===== src/hdl/stq_cfg_pkg.sv =====
/*
 Store queue geometry and the basic field types.
 Imported by every store queue block and by the testbench.
*/
package stq_cfg_pkg;

  // queue depth, must stay a power of two so index math wraps on its own
  localparam int stq_entries = 16;
  localparam int stq_idx_w   = $clog2(stq_entries);

  localparam int stq_addr_w  = 30;  // word address
  localparam int stq_data_w  = 32;
  localparam int stq_bytes_w = stq_data_w / 8;

  // entry number
  typedef logic [stq_idx_w-1:0] stq_idx_t;

  // word address, byte offset already stripped
  typedef logic [stq_addr_w-1:0] stq_addr_t;

  typedef logic [stq_data_w-1:0] stq_data_t;

  // one enable per byte lane
  typedef logic [stq_bytes_w-1:0] stq_bytes_t;

endpackage


===== src/hdl/stq_chk_pkg.sv =====
/*
 Load check result encoding and the age helper used by the matchers.
*/
package stq_chk_pkg;
  import stq_cfg_pkg::*;

  typedef enum logic [1:0] {
    CHK_IDLE    = 2'd0,  // no check last cycle
    CHK_MISS    = 2'd1,
    CHK_HIT     = 2'd2,  // data forwarded
    CHK_PARTIAL = 2'd3   // overlap but not forwardable
  } chk_res_e;

  // age relative to the retire head, wraps with the index width
  function automatic stq_idx_t chk_age(stq_idx_t idx, stq_idx_t head);
    return idx - head;
  endfunction

endpackage


===== src/hdl/stq_entry_if.sv =====
/*
 Entry contents, head pointer and free strobe shared by the queue blocks.
 The array owns the entries, the retire unit owns head and free.
*/
`timescale 1ns/1ps

interface stq_entry_if import stq_cfg_pkg::*; ();

  logic [stq_entries-1:0]       valid;
  logic [stq_entries-1:0]       data_ok;  // store data has arrived
  stq_addr_t [stq_entries-1:0]  addr;
  stq_bytes_t [stq_entries-1:0] bytes;
  stq_data_t [stq_entries-1:0]  data;

  stq_idx_t head;     // oldest entry
  logic     free_en;  // release head entry

  modport array (
    output valid,
    output data_ok,
    output addr,
    output bytes,
    output data,
    input  head,
    input  free_en
  );

  modport match (
    input valid,
    input data_ok,
    input addr,
    input bytes,
    input data,
    input head
  );

  modport retire (
    input  valid,
    input  data_ok,
    input  addr,
    input  bytes,
    input  data,
    output head,
    output free_en
  );

endinterface


===== src/hdl/stq_entry_array.sv =====
/*
 Store queue entry storage.
 Address capture, data update and free of the head entry, all registered.
*/
`timescale 1ns/1ps

module stq_entry_array import stq_cfg_pkg::*; (
  input  logic       clk,
  input  logic       rst,

  // store address port
  input  logic       wrt_en,
  input  stq_idx_t   wrt_idx,
  input  stq_addr_t  wrt_addr,
  input  stq_bytes_t wrt_bytes,

  // store data port
  input  logic       upd_en,
  input  stq_idx_t   upd_idx,
  input  stq_data_t  upd_data,

  stq_entry_if.array ent
);

  // status flags
  always_ff @(posedge clk) begin
    if (rst) begin
      ent.valid   <= '0;
      ent.data_ok <= '0;
    end else begin
      if (ent.free_en) begin
        ent.valid[ent.head] <= 1'b0;
      end
      if (wrt_en) begin
        ent.valid[wrt_idx]   <= 1'b1;
        ent.data_ok[wrt_idx] <= 1'b0;  // new store, data still pending
      end
      if (upd_en) begin
        ent.data_ok[upd_idx] <= 1'b1;
      end
    end
  end

  // address and byte mask
  always_ff @(posedge clk) begin
    if (wrt_en) begin
      ent.addr[wrt_idx]  <= wrt_addr;
      ent.bytes[wrt_idx] <= wrt_bytes;
    end
  end

  // store data
  always_ff @(posedge clk) begin
    if (upd_en) begin
      ent.data[upd_idx] <= upd_data;
    end
  end

endmodule


===== src/hdl/stq_match.sv =====
/*
 One load check port with store-to-load forwarding.
 Searches all valid entries for the youngest overlapping store, result one cycle later.
*/
`timescale 1ns/1ps

module stq_match import stq_cfg_pkg::*; import stq_chk_pkg::*; (
  input  logic       clk,
  input  logic       rst,

  input  logic       chk_en,
  input  stq_addr_t  chk_addr,
  input  stq_bytes_t chk_bytes,

  stq_entry_if.match ent,

  output chk_res_e   chk_res,
  output stq_data_t  chk_data
);

  logic [stq_entries-1:0]     ovl;  // same word, some byte in common
  stq_idx_t [stq_entries-1:0] age;

  logic      found;
  stq_idx_t  sel_idx;
  stq_idx_t  sel_age;

  chk_res_e  res_d;
  stq_data_t data_d;

  always_comb begin
    for (int i = 0; i < stq_entries; i++) begin
      ovl[i] = ent.valid[i] && (ent.addr[i] == chk_addr) && |(ent.bytes[i] & chk_bytes);
      age[i] = chk_age(stq_idx_t'(i), ent.head);
    end
  end

  // youngest overlapping store, largest age wins
  always_comb begin
    found   = 1'b0;
    sel_idx = '0;
    sel_age = '0;
    for (int i = 0; i < stq_entries; i++) begin
      if (ovl[i] && (!found || age[i] > sel_age)) begin
        found   = 1'b1;
        sel_idx = stq_idx_t'(i);
        sel_age = age[i];
      end
    end
  end

  always_comb begin
    res_d  = CHK_MISS;
    data_d = '0;
    if (found) begin
      // full cover and data present, else the load has to wait
      if (((ent.bytes[sel_idx] & chk_bytes) == chk_bytes) && ent.data_ok[sel_idx]) begin
        res_d  = CHK_HIT;
        data_d = ent.data[sel_idx];
      end else begin
        res_d = CHK_PARTIAL;
      end
    end
  end

  always_ff @(posedge clk) begin
    if (rst) begin
      chk_res <= CHK_IDLE;
    end else if (chk_en) begin
      chk_res <= res_d;
    end else begin
      chk_res <= CHK_IDLE;
    end
  end

  always_ff @(posedge clk) begin
    chk_data <= chk_en ? data_d : '0;
  end

endmodule


===== src/hdl/stq_retire.sv =====
/*
 In-order retirement of the oldest store onto the write-line port.
 Owns the head pointer; a refused retire pulse is simply dropped.
*/
`timescale 1ns/1ps

module stq_retire import stq_cfg_pkg::*; (
  input  logic        clk,
  input  logic        rst,

  input  logic        pse_en,
  input  logic        stall,

  stq_entry_if.retire ent,

  output logic        wln_en,
  output stq_addr_t   wln_addr,
  output stq_bytes_t  wln_bytes,
  output stq_data_t   wln_data
);

  stq_idx_t head_q;
  logic     accept;

  // head must hold a complete store
  assign accept = pse_en && !stall && ent.valid[head_q] && ent.data_ok[head_q];

  assign ent.free_en = accept;
  assign ent.head    = head_q;

  always_ff @(posedge clk) begin
    if (rst) begin
      head_q <= '0;
      wln_en <= 1'b0;
    end else begin
      wln_en <= accept;
      if (accept) begin
        head_q <= head_q + stq_idx_t'(1);  // wraps at depth
      end
    end
  end

  // write-line payload
  always_ff @(posedge clk) begin
    if (accept) begin
      wln_addr  <= ent.addr[head_q];
      wln_bytes <= ent.bytes[head_q];
      wln_data  <= ent.data[head_q];
    end
  end

endmodule


===== src/hdl/stq_top.sv =====
/*
 Store queue top level.
 Entry array, two load check ports and the retire unit around one entry interface.
*/
`timescale 1ns/1ps

module stq_top import stq_cfg_pkg::*; import stq_chk_pkg::*; (
  input  logic       clk,
  input  logic       rst,

  input  logic       wrt_en,
  input  stq_idx_t   wrt_idx,
  input  stq_addr_t  wrt_addr,
  input  stq_bytes_t wrt_bytes,

  input  logic       upd_en,
  input  stq_idx_t   upd_idx,
  input  stq_data_t  upd_data,

  input  logic       chk0_en,
  input  stq_addr_t  chk0_addr,
  input  stq_bytes_t chk0_bytes,
  input  logic       chk1_en,
  input  stq_addr_t  chk1_addr,
  input  stq_bytes_t chk1_bytes,

  input  logic       pse_en,
  input  logic       stall,

  output chk_res_e   chk0_res,
  output chk_res_e   chk1_res,
  output stq_data_t  chk0_data,
  output stq_data_t  chk1_data,
  output logic       do_stall,

  output logic       wln_en,
  output stq_addr_t  wln_addr,
  output stq_bytes_t wln_bytes,
  output stq_data_t  wln_data
);

  stq_entry_if ent ();

  stq_entry_array u_array (
    .clk       (clk),
    .rst       (rst),
    .wrt_en    (wrt_en),
    .wrt_idx   (wrt_idx),
    .wrt_addr  (wrt_addr),
    .wrt_bytes (wrt_bytes),
    .upd_en    (upd_en),
    .upd_idx   (upd_idx),
    .upd_data  (upd_data),
    .ent       (ent.array)
  );

  stq_match u_chk0 (
    .clk       (clk),
    .rst       (rst),
    .chk_en    (chk0_en),
    .chk_addr  (chk0_addr),
    .chk_bytes (chk0_bytes),
    .ent       (ent.match),
    .chk_res   (chk0_res),
    .chk_data  (chk0_data)
  );

  stq_match u_chk1 (
    .clk       (clk),
    .rst       (rst),
    .chk_en    (chk1_en),
    .chk_addr  (chk1_addr),
    .chk_bytes (chk1_bytes),
    .ent       (ent.match),
    .chk_res   (chk1_res),
    .chk_data  (chk1_data)
  );

  stq_retire u_retire (
    .clk       (clk),
    .rst       (rst),
    .pse_en    (pse_en),
    .stall     (stall),
    .ent       (ent.retire),
    .wln_en    (wln_en),
    .wln_addr  (wln_addr),
    .wln_bytes (wln_bytes),
    .wln_data  (wln_data)
  );

  // any partial load holds the pipe
  assign do_stall = (chk0_res == CHK_PARTIAL) || (chk1_res == CHK_PARTIAL);

endmodule


===== config.mk =====
export PLATFORM = sky130hd
export DESIGN_NAME = stq_top
export DESIGN_NICKNAME = d
export VERILOG_FILES = /design/src/hdl/stq_cfg_pkg.sv /design/src/hdl/stq_chk_pkg.sv /design/src/hdl/stq_entry_if.sv /design/src/hdl/stq_entry_array.sv /design/src/hdl/stq_match.sv /design/src/hdl/stq_retire.sv /design/src/hdl/stq_top.sv
export SDC_FILE = /design/constraint.sdc
export NUM_CORES = 2
export LEC_CHECK = 0
export BUFFER_PORTS_ARGS = -buffer_cell sky130_fd_sc_hd__buf_2
export CORE_MARGIN = 5
export CORE_UTILIZATION = 45
export CTS_CLUSTER_SIZE = 20
export DETAILED_ROUTE_END_ITERATION = 10
export GPL_TIMING_DRIVEN = 0
export PLACE_DENSITY = 0.61
export SLEW_MARGIN = 30
export SYNTH_ARGS = -nofsm -noshare
export SYNTH_HDL_FRONTEND = slang
export SYNTH_SLANG_ARGS = --single-unit

===== constraint.sdc =====
create_clock -name clk -period 31 [get_ports clk]
set_input_delay 1.55 -clock clk [delete_from_list [all_inputs] [get_ports clk]]
set_output_delay 1.55 -clock clk [all_outputs]
set_load 0.03 [all_outputs]

==> impl_results.md <==
* Buf+Inv Stages, Crit Path at 12
* Worst slew margin at between 20% and 30%
* CP max stage cell: clkdlybuf4s15_1
* H-tree depth at 4
* Mean number of vias per cell at between 7 and 8
* DRT iter0 DRCs at 13500
* Share of layout cells above drive strength 1 at approximately 22%
* Worst slack, placed at -7990 ps
* Total iterations of the first detailed-routing run at 9
* Post-Synthesis Cell Area at between 0.07 and 0.08 sq mm
* Post-DP Area at approximately 0.085 sq mm
* Via count at 69700
* CTS root buffer: clkbuf_16
* CP most frequent cell: o21a_1
* Total Power at roughly 4 mW
* Hold Slack at between 500 and 600 ps
* CP Max Fanout at 10
* DRT antenna net count at 0
* Largest net degree at the start of global routing at 35
* Crit path kind: in -> reg
* Height of the chip at 428 um
* Crit path DAT at slightly above 30000 ps
* Initial Util at a little under half
* Syn_nets at 6851
* Reg area at roughly 0.036 sq mm
* Clk sink count at 1227
* VDD IR-drop max at roughly 0.000058 V
* DRC violations left at 0
* Vias in the first global route at 64400
* Port-buffer cells at 217
* Lkg Pwr at around 32 nW
* Total Routing Usage GR at ~48%
* Max_cap viols at 0
* Finished Layout Cells at about 9600
* Nets at approximately 7400
* First-pass GRT wire length at roughly 580000 um
* Final Max Slew Viols at 0
* Fill cell total of the finished layout at between 15000 and 20000
* Final wirelength at approximately 450000 um
* Fmax at ~0.033 GHz
* Clock period minus final worst setup slack at roughly 30000 ps
* Final WS setup at 1040 ps
* Worst path max stage delay at 700 ps
* Synth Warn # at 0
* Total negative slack at 0 ps
* Post-DP HPWL at about 340000 um
* # IOs at 286
* Critical Path Sink Type: flop
* Worst setup SP type: input port
* Multi-input logic area at about 0.041 sq mm
* Worst clock skew at between 40 and 50 ps
* Total gr overflow at 0
* Top cells by area, synth: edfxtp_1 (43%), mux4_2 (9.6%), mux2i_1 (6.1%)
* Worst Path Required at around 32000 ps
* Mean cell area of the mapped netlist at 11.9 sq um
* CTS max path bufs at 3
* Core Util, Final at around 52%
* CTS tree: yes
* Reg clk slew, reported paths at ~70 ps
* Synth Flop Type: edfxtp_1
* Post-synthesis cell count at between 6000 and 7000
* Synth async-reset ratio at 0%
* Clk Latency, worst-skew pair at ~830 ps
* Worst slew pin tran at ~1100 ps
* DP Cell Count at approximately 9200
* Status: finished clean
* Post-synthesis cell type count at around 130
* Endpoints failing setup at 0
* Cell family with most CP delay: compound AO/OA/AOI/OAI gates
* Crit share post-route at 96.6%
* Post-synthesis sequential area ratio at a little under half
* Yosys reg bits at between 1000 and 1500
* Core region area at 0.174 sq mm
* Chip width at 428 um
* Initial antenna violation count at 49
* Routed length per instance at ~47 um
* Hold crit path type: reg -> reg
* PD cells at about 44 mW/mm^2
* TritonCTS Buffers at 141
* P&R area growth vs syn at 15.7%
* # rows at 153
* Area leader, netlist: edfxtp_1
* Post-synth top area share at between 40 and 50%
* Post-synth EDFFs at between 1000 and 1500
* Placer Congestion at roughly 1.1
* Final-report hold violation count at 0
* Post-route cell area at ~0.09 sq mm
* Die area at 0.183 sq mm
## tightest hold or removal path: stages (launching register included)
cell and delay [ps]:
dfxtp_1 350, a21oi_1 130, nor2_1 40
## metal layers
metal,part of all wire (%),vias to the layer above,track usage [%]
li1,-,26400,-
met1,36,34800,62.0
met2,39,6888,65.2
met3,17,1482,23.2
met4,7.5,14,27.7
met5,0.023,-,0.185
## cell usage in the layout (no fill, tap or decap), types with 139 or more instances in the layout
master / instances
nor2_1: 282
nand4_1: 255
nand3_1: 199
xnor2_1: 500
mux2i_1: 477
mux2_2: 139
buf_4: 161
xor2_1: 454
nand2_1: 558
nor4_1: 150
edfxtp_1: 1122
mux4_2: 333
o21ai_0: 187
buf_2: 335
clkbuf_16: 144
## flip-flops by register name, summed over array words and instances, names as in the netlist, 30 cells and up
name               count
u_array.ent.data     512
u_array.ent.addr     480
u_array.ent.bytes     64
u_chk0.chk_data       32
u_chk1.chk_data       32
u_retire.wln_data     32
u_retire.wln_addr     30
## cell type report
cell class	instances	share of cell area, %
plain buffers	407	2.71
repair buffers	375	3.62
flip-flops and latches	1227	39.4
inverters	81	0.347
well taps	2325	3.20
diodes	33	0.0909
clock inverters	73	0.956
multi-input cells	4853	45.4
clock buffers	184	4.21
## where the power goes
group	leakage [nW]	internal [mW]	switching (mW)
sequential	11.0	1.84	0.0407
clock	2.27	1.00	0.744
combinational	18.6	0.103	0.273
## synth_stat cells (144+ instances only)
| cell | count |
|---|---|
| nand4_1 | 255 |
| nand2_1 | 561 |
| mux4_2 | 333 |
| o21ai_0 | 212 |
| nand3_1 | 200 |
| edfxtp_1 | 1122 |
| xor2_1 | 455 |
| nor4_1 | 162 |
| xnor2_1 | 515 |
| clkbuf_1 | 144 |
| nor2_1 | 303 |
| mux2i_1 | 479 |
## cell families (layout without fill, tap and decap cells)
family,Yosys count,in the layout,share of synthesized area [%]
and+or+nand+nor,1984,1984,13.4
DFF,1227,1227,45.6
xor gates and xnor gates,970,970,10.8
muxes,955,955,17.7
AOI/OAI and AO/OA,815,815,7.28
buffers and inverters,492,1120,3.14
adders and majority gates,129,129,2.06
other,0,33,0
## path summary, 6_finish.rpt
| kind | startpoint | end | slack [ps] | cells after the start |
|---|---|---|---|---|
| max | chk0_addr[10] | u_chk0.chk_data[2]$_SDFF_PN0_ | 1040 | 137 |
| min reg2reg | u_array.ent.data_ok[0]$_SDFF_PP0_ | u_array.ent.data_ok[0]$_SDFF_PP0_ | 560 | 2 |
| min | u_array.ent.data_ok[0]$_SDFF_PP0_ | u_array.ent.data_ok[0]$_SDFF_PP0_ | 560 | 2 |
| max reg2reg | u_retire.ent.head[0]$_SDFFE_PP0P_ | u_chk0.chk_data[2]$_SDFF_PN0_ | 1160 | 140 |
## what timing repair did
item | CTS | global route
hold buffers | 0 | 0
buffers inserted | 15 | 20
endpoints found under the setup margin | 66 | 66
pin swaps | 7 | 14
gates resized for setup | 153 | 121
Note: power is estimated with default switching activity, not from simulation.
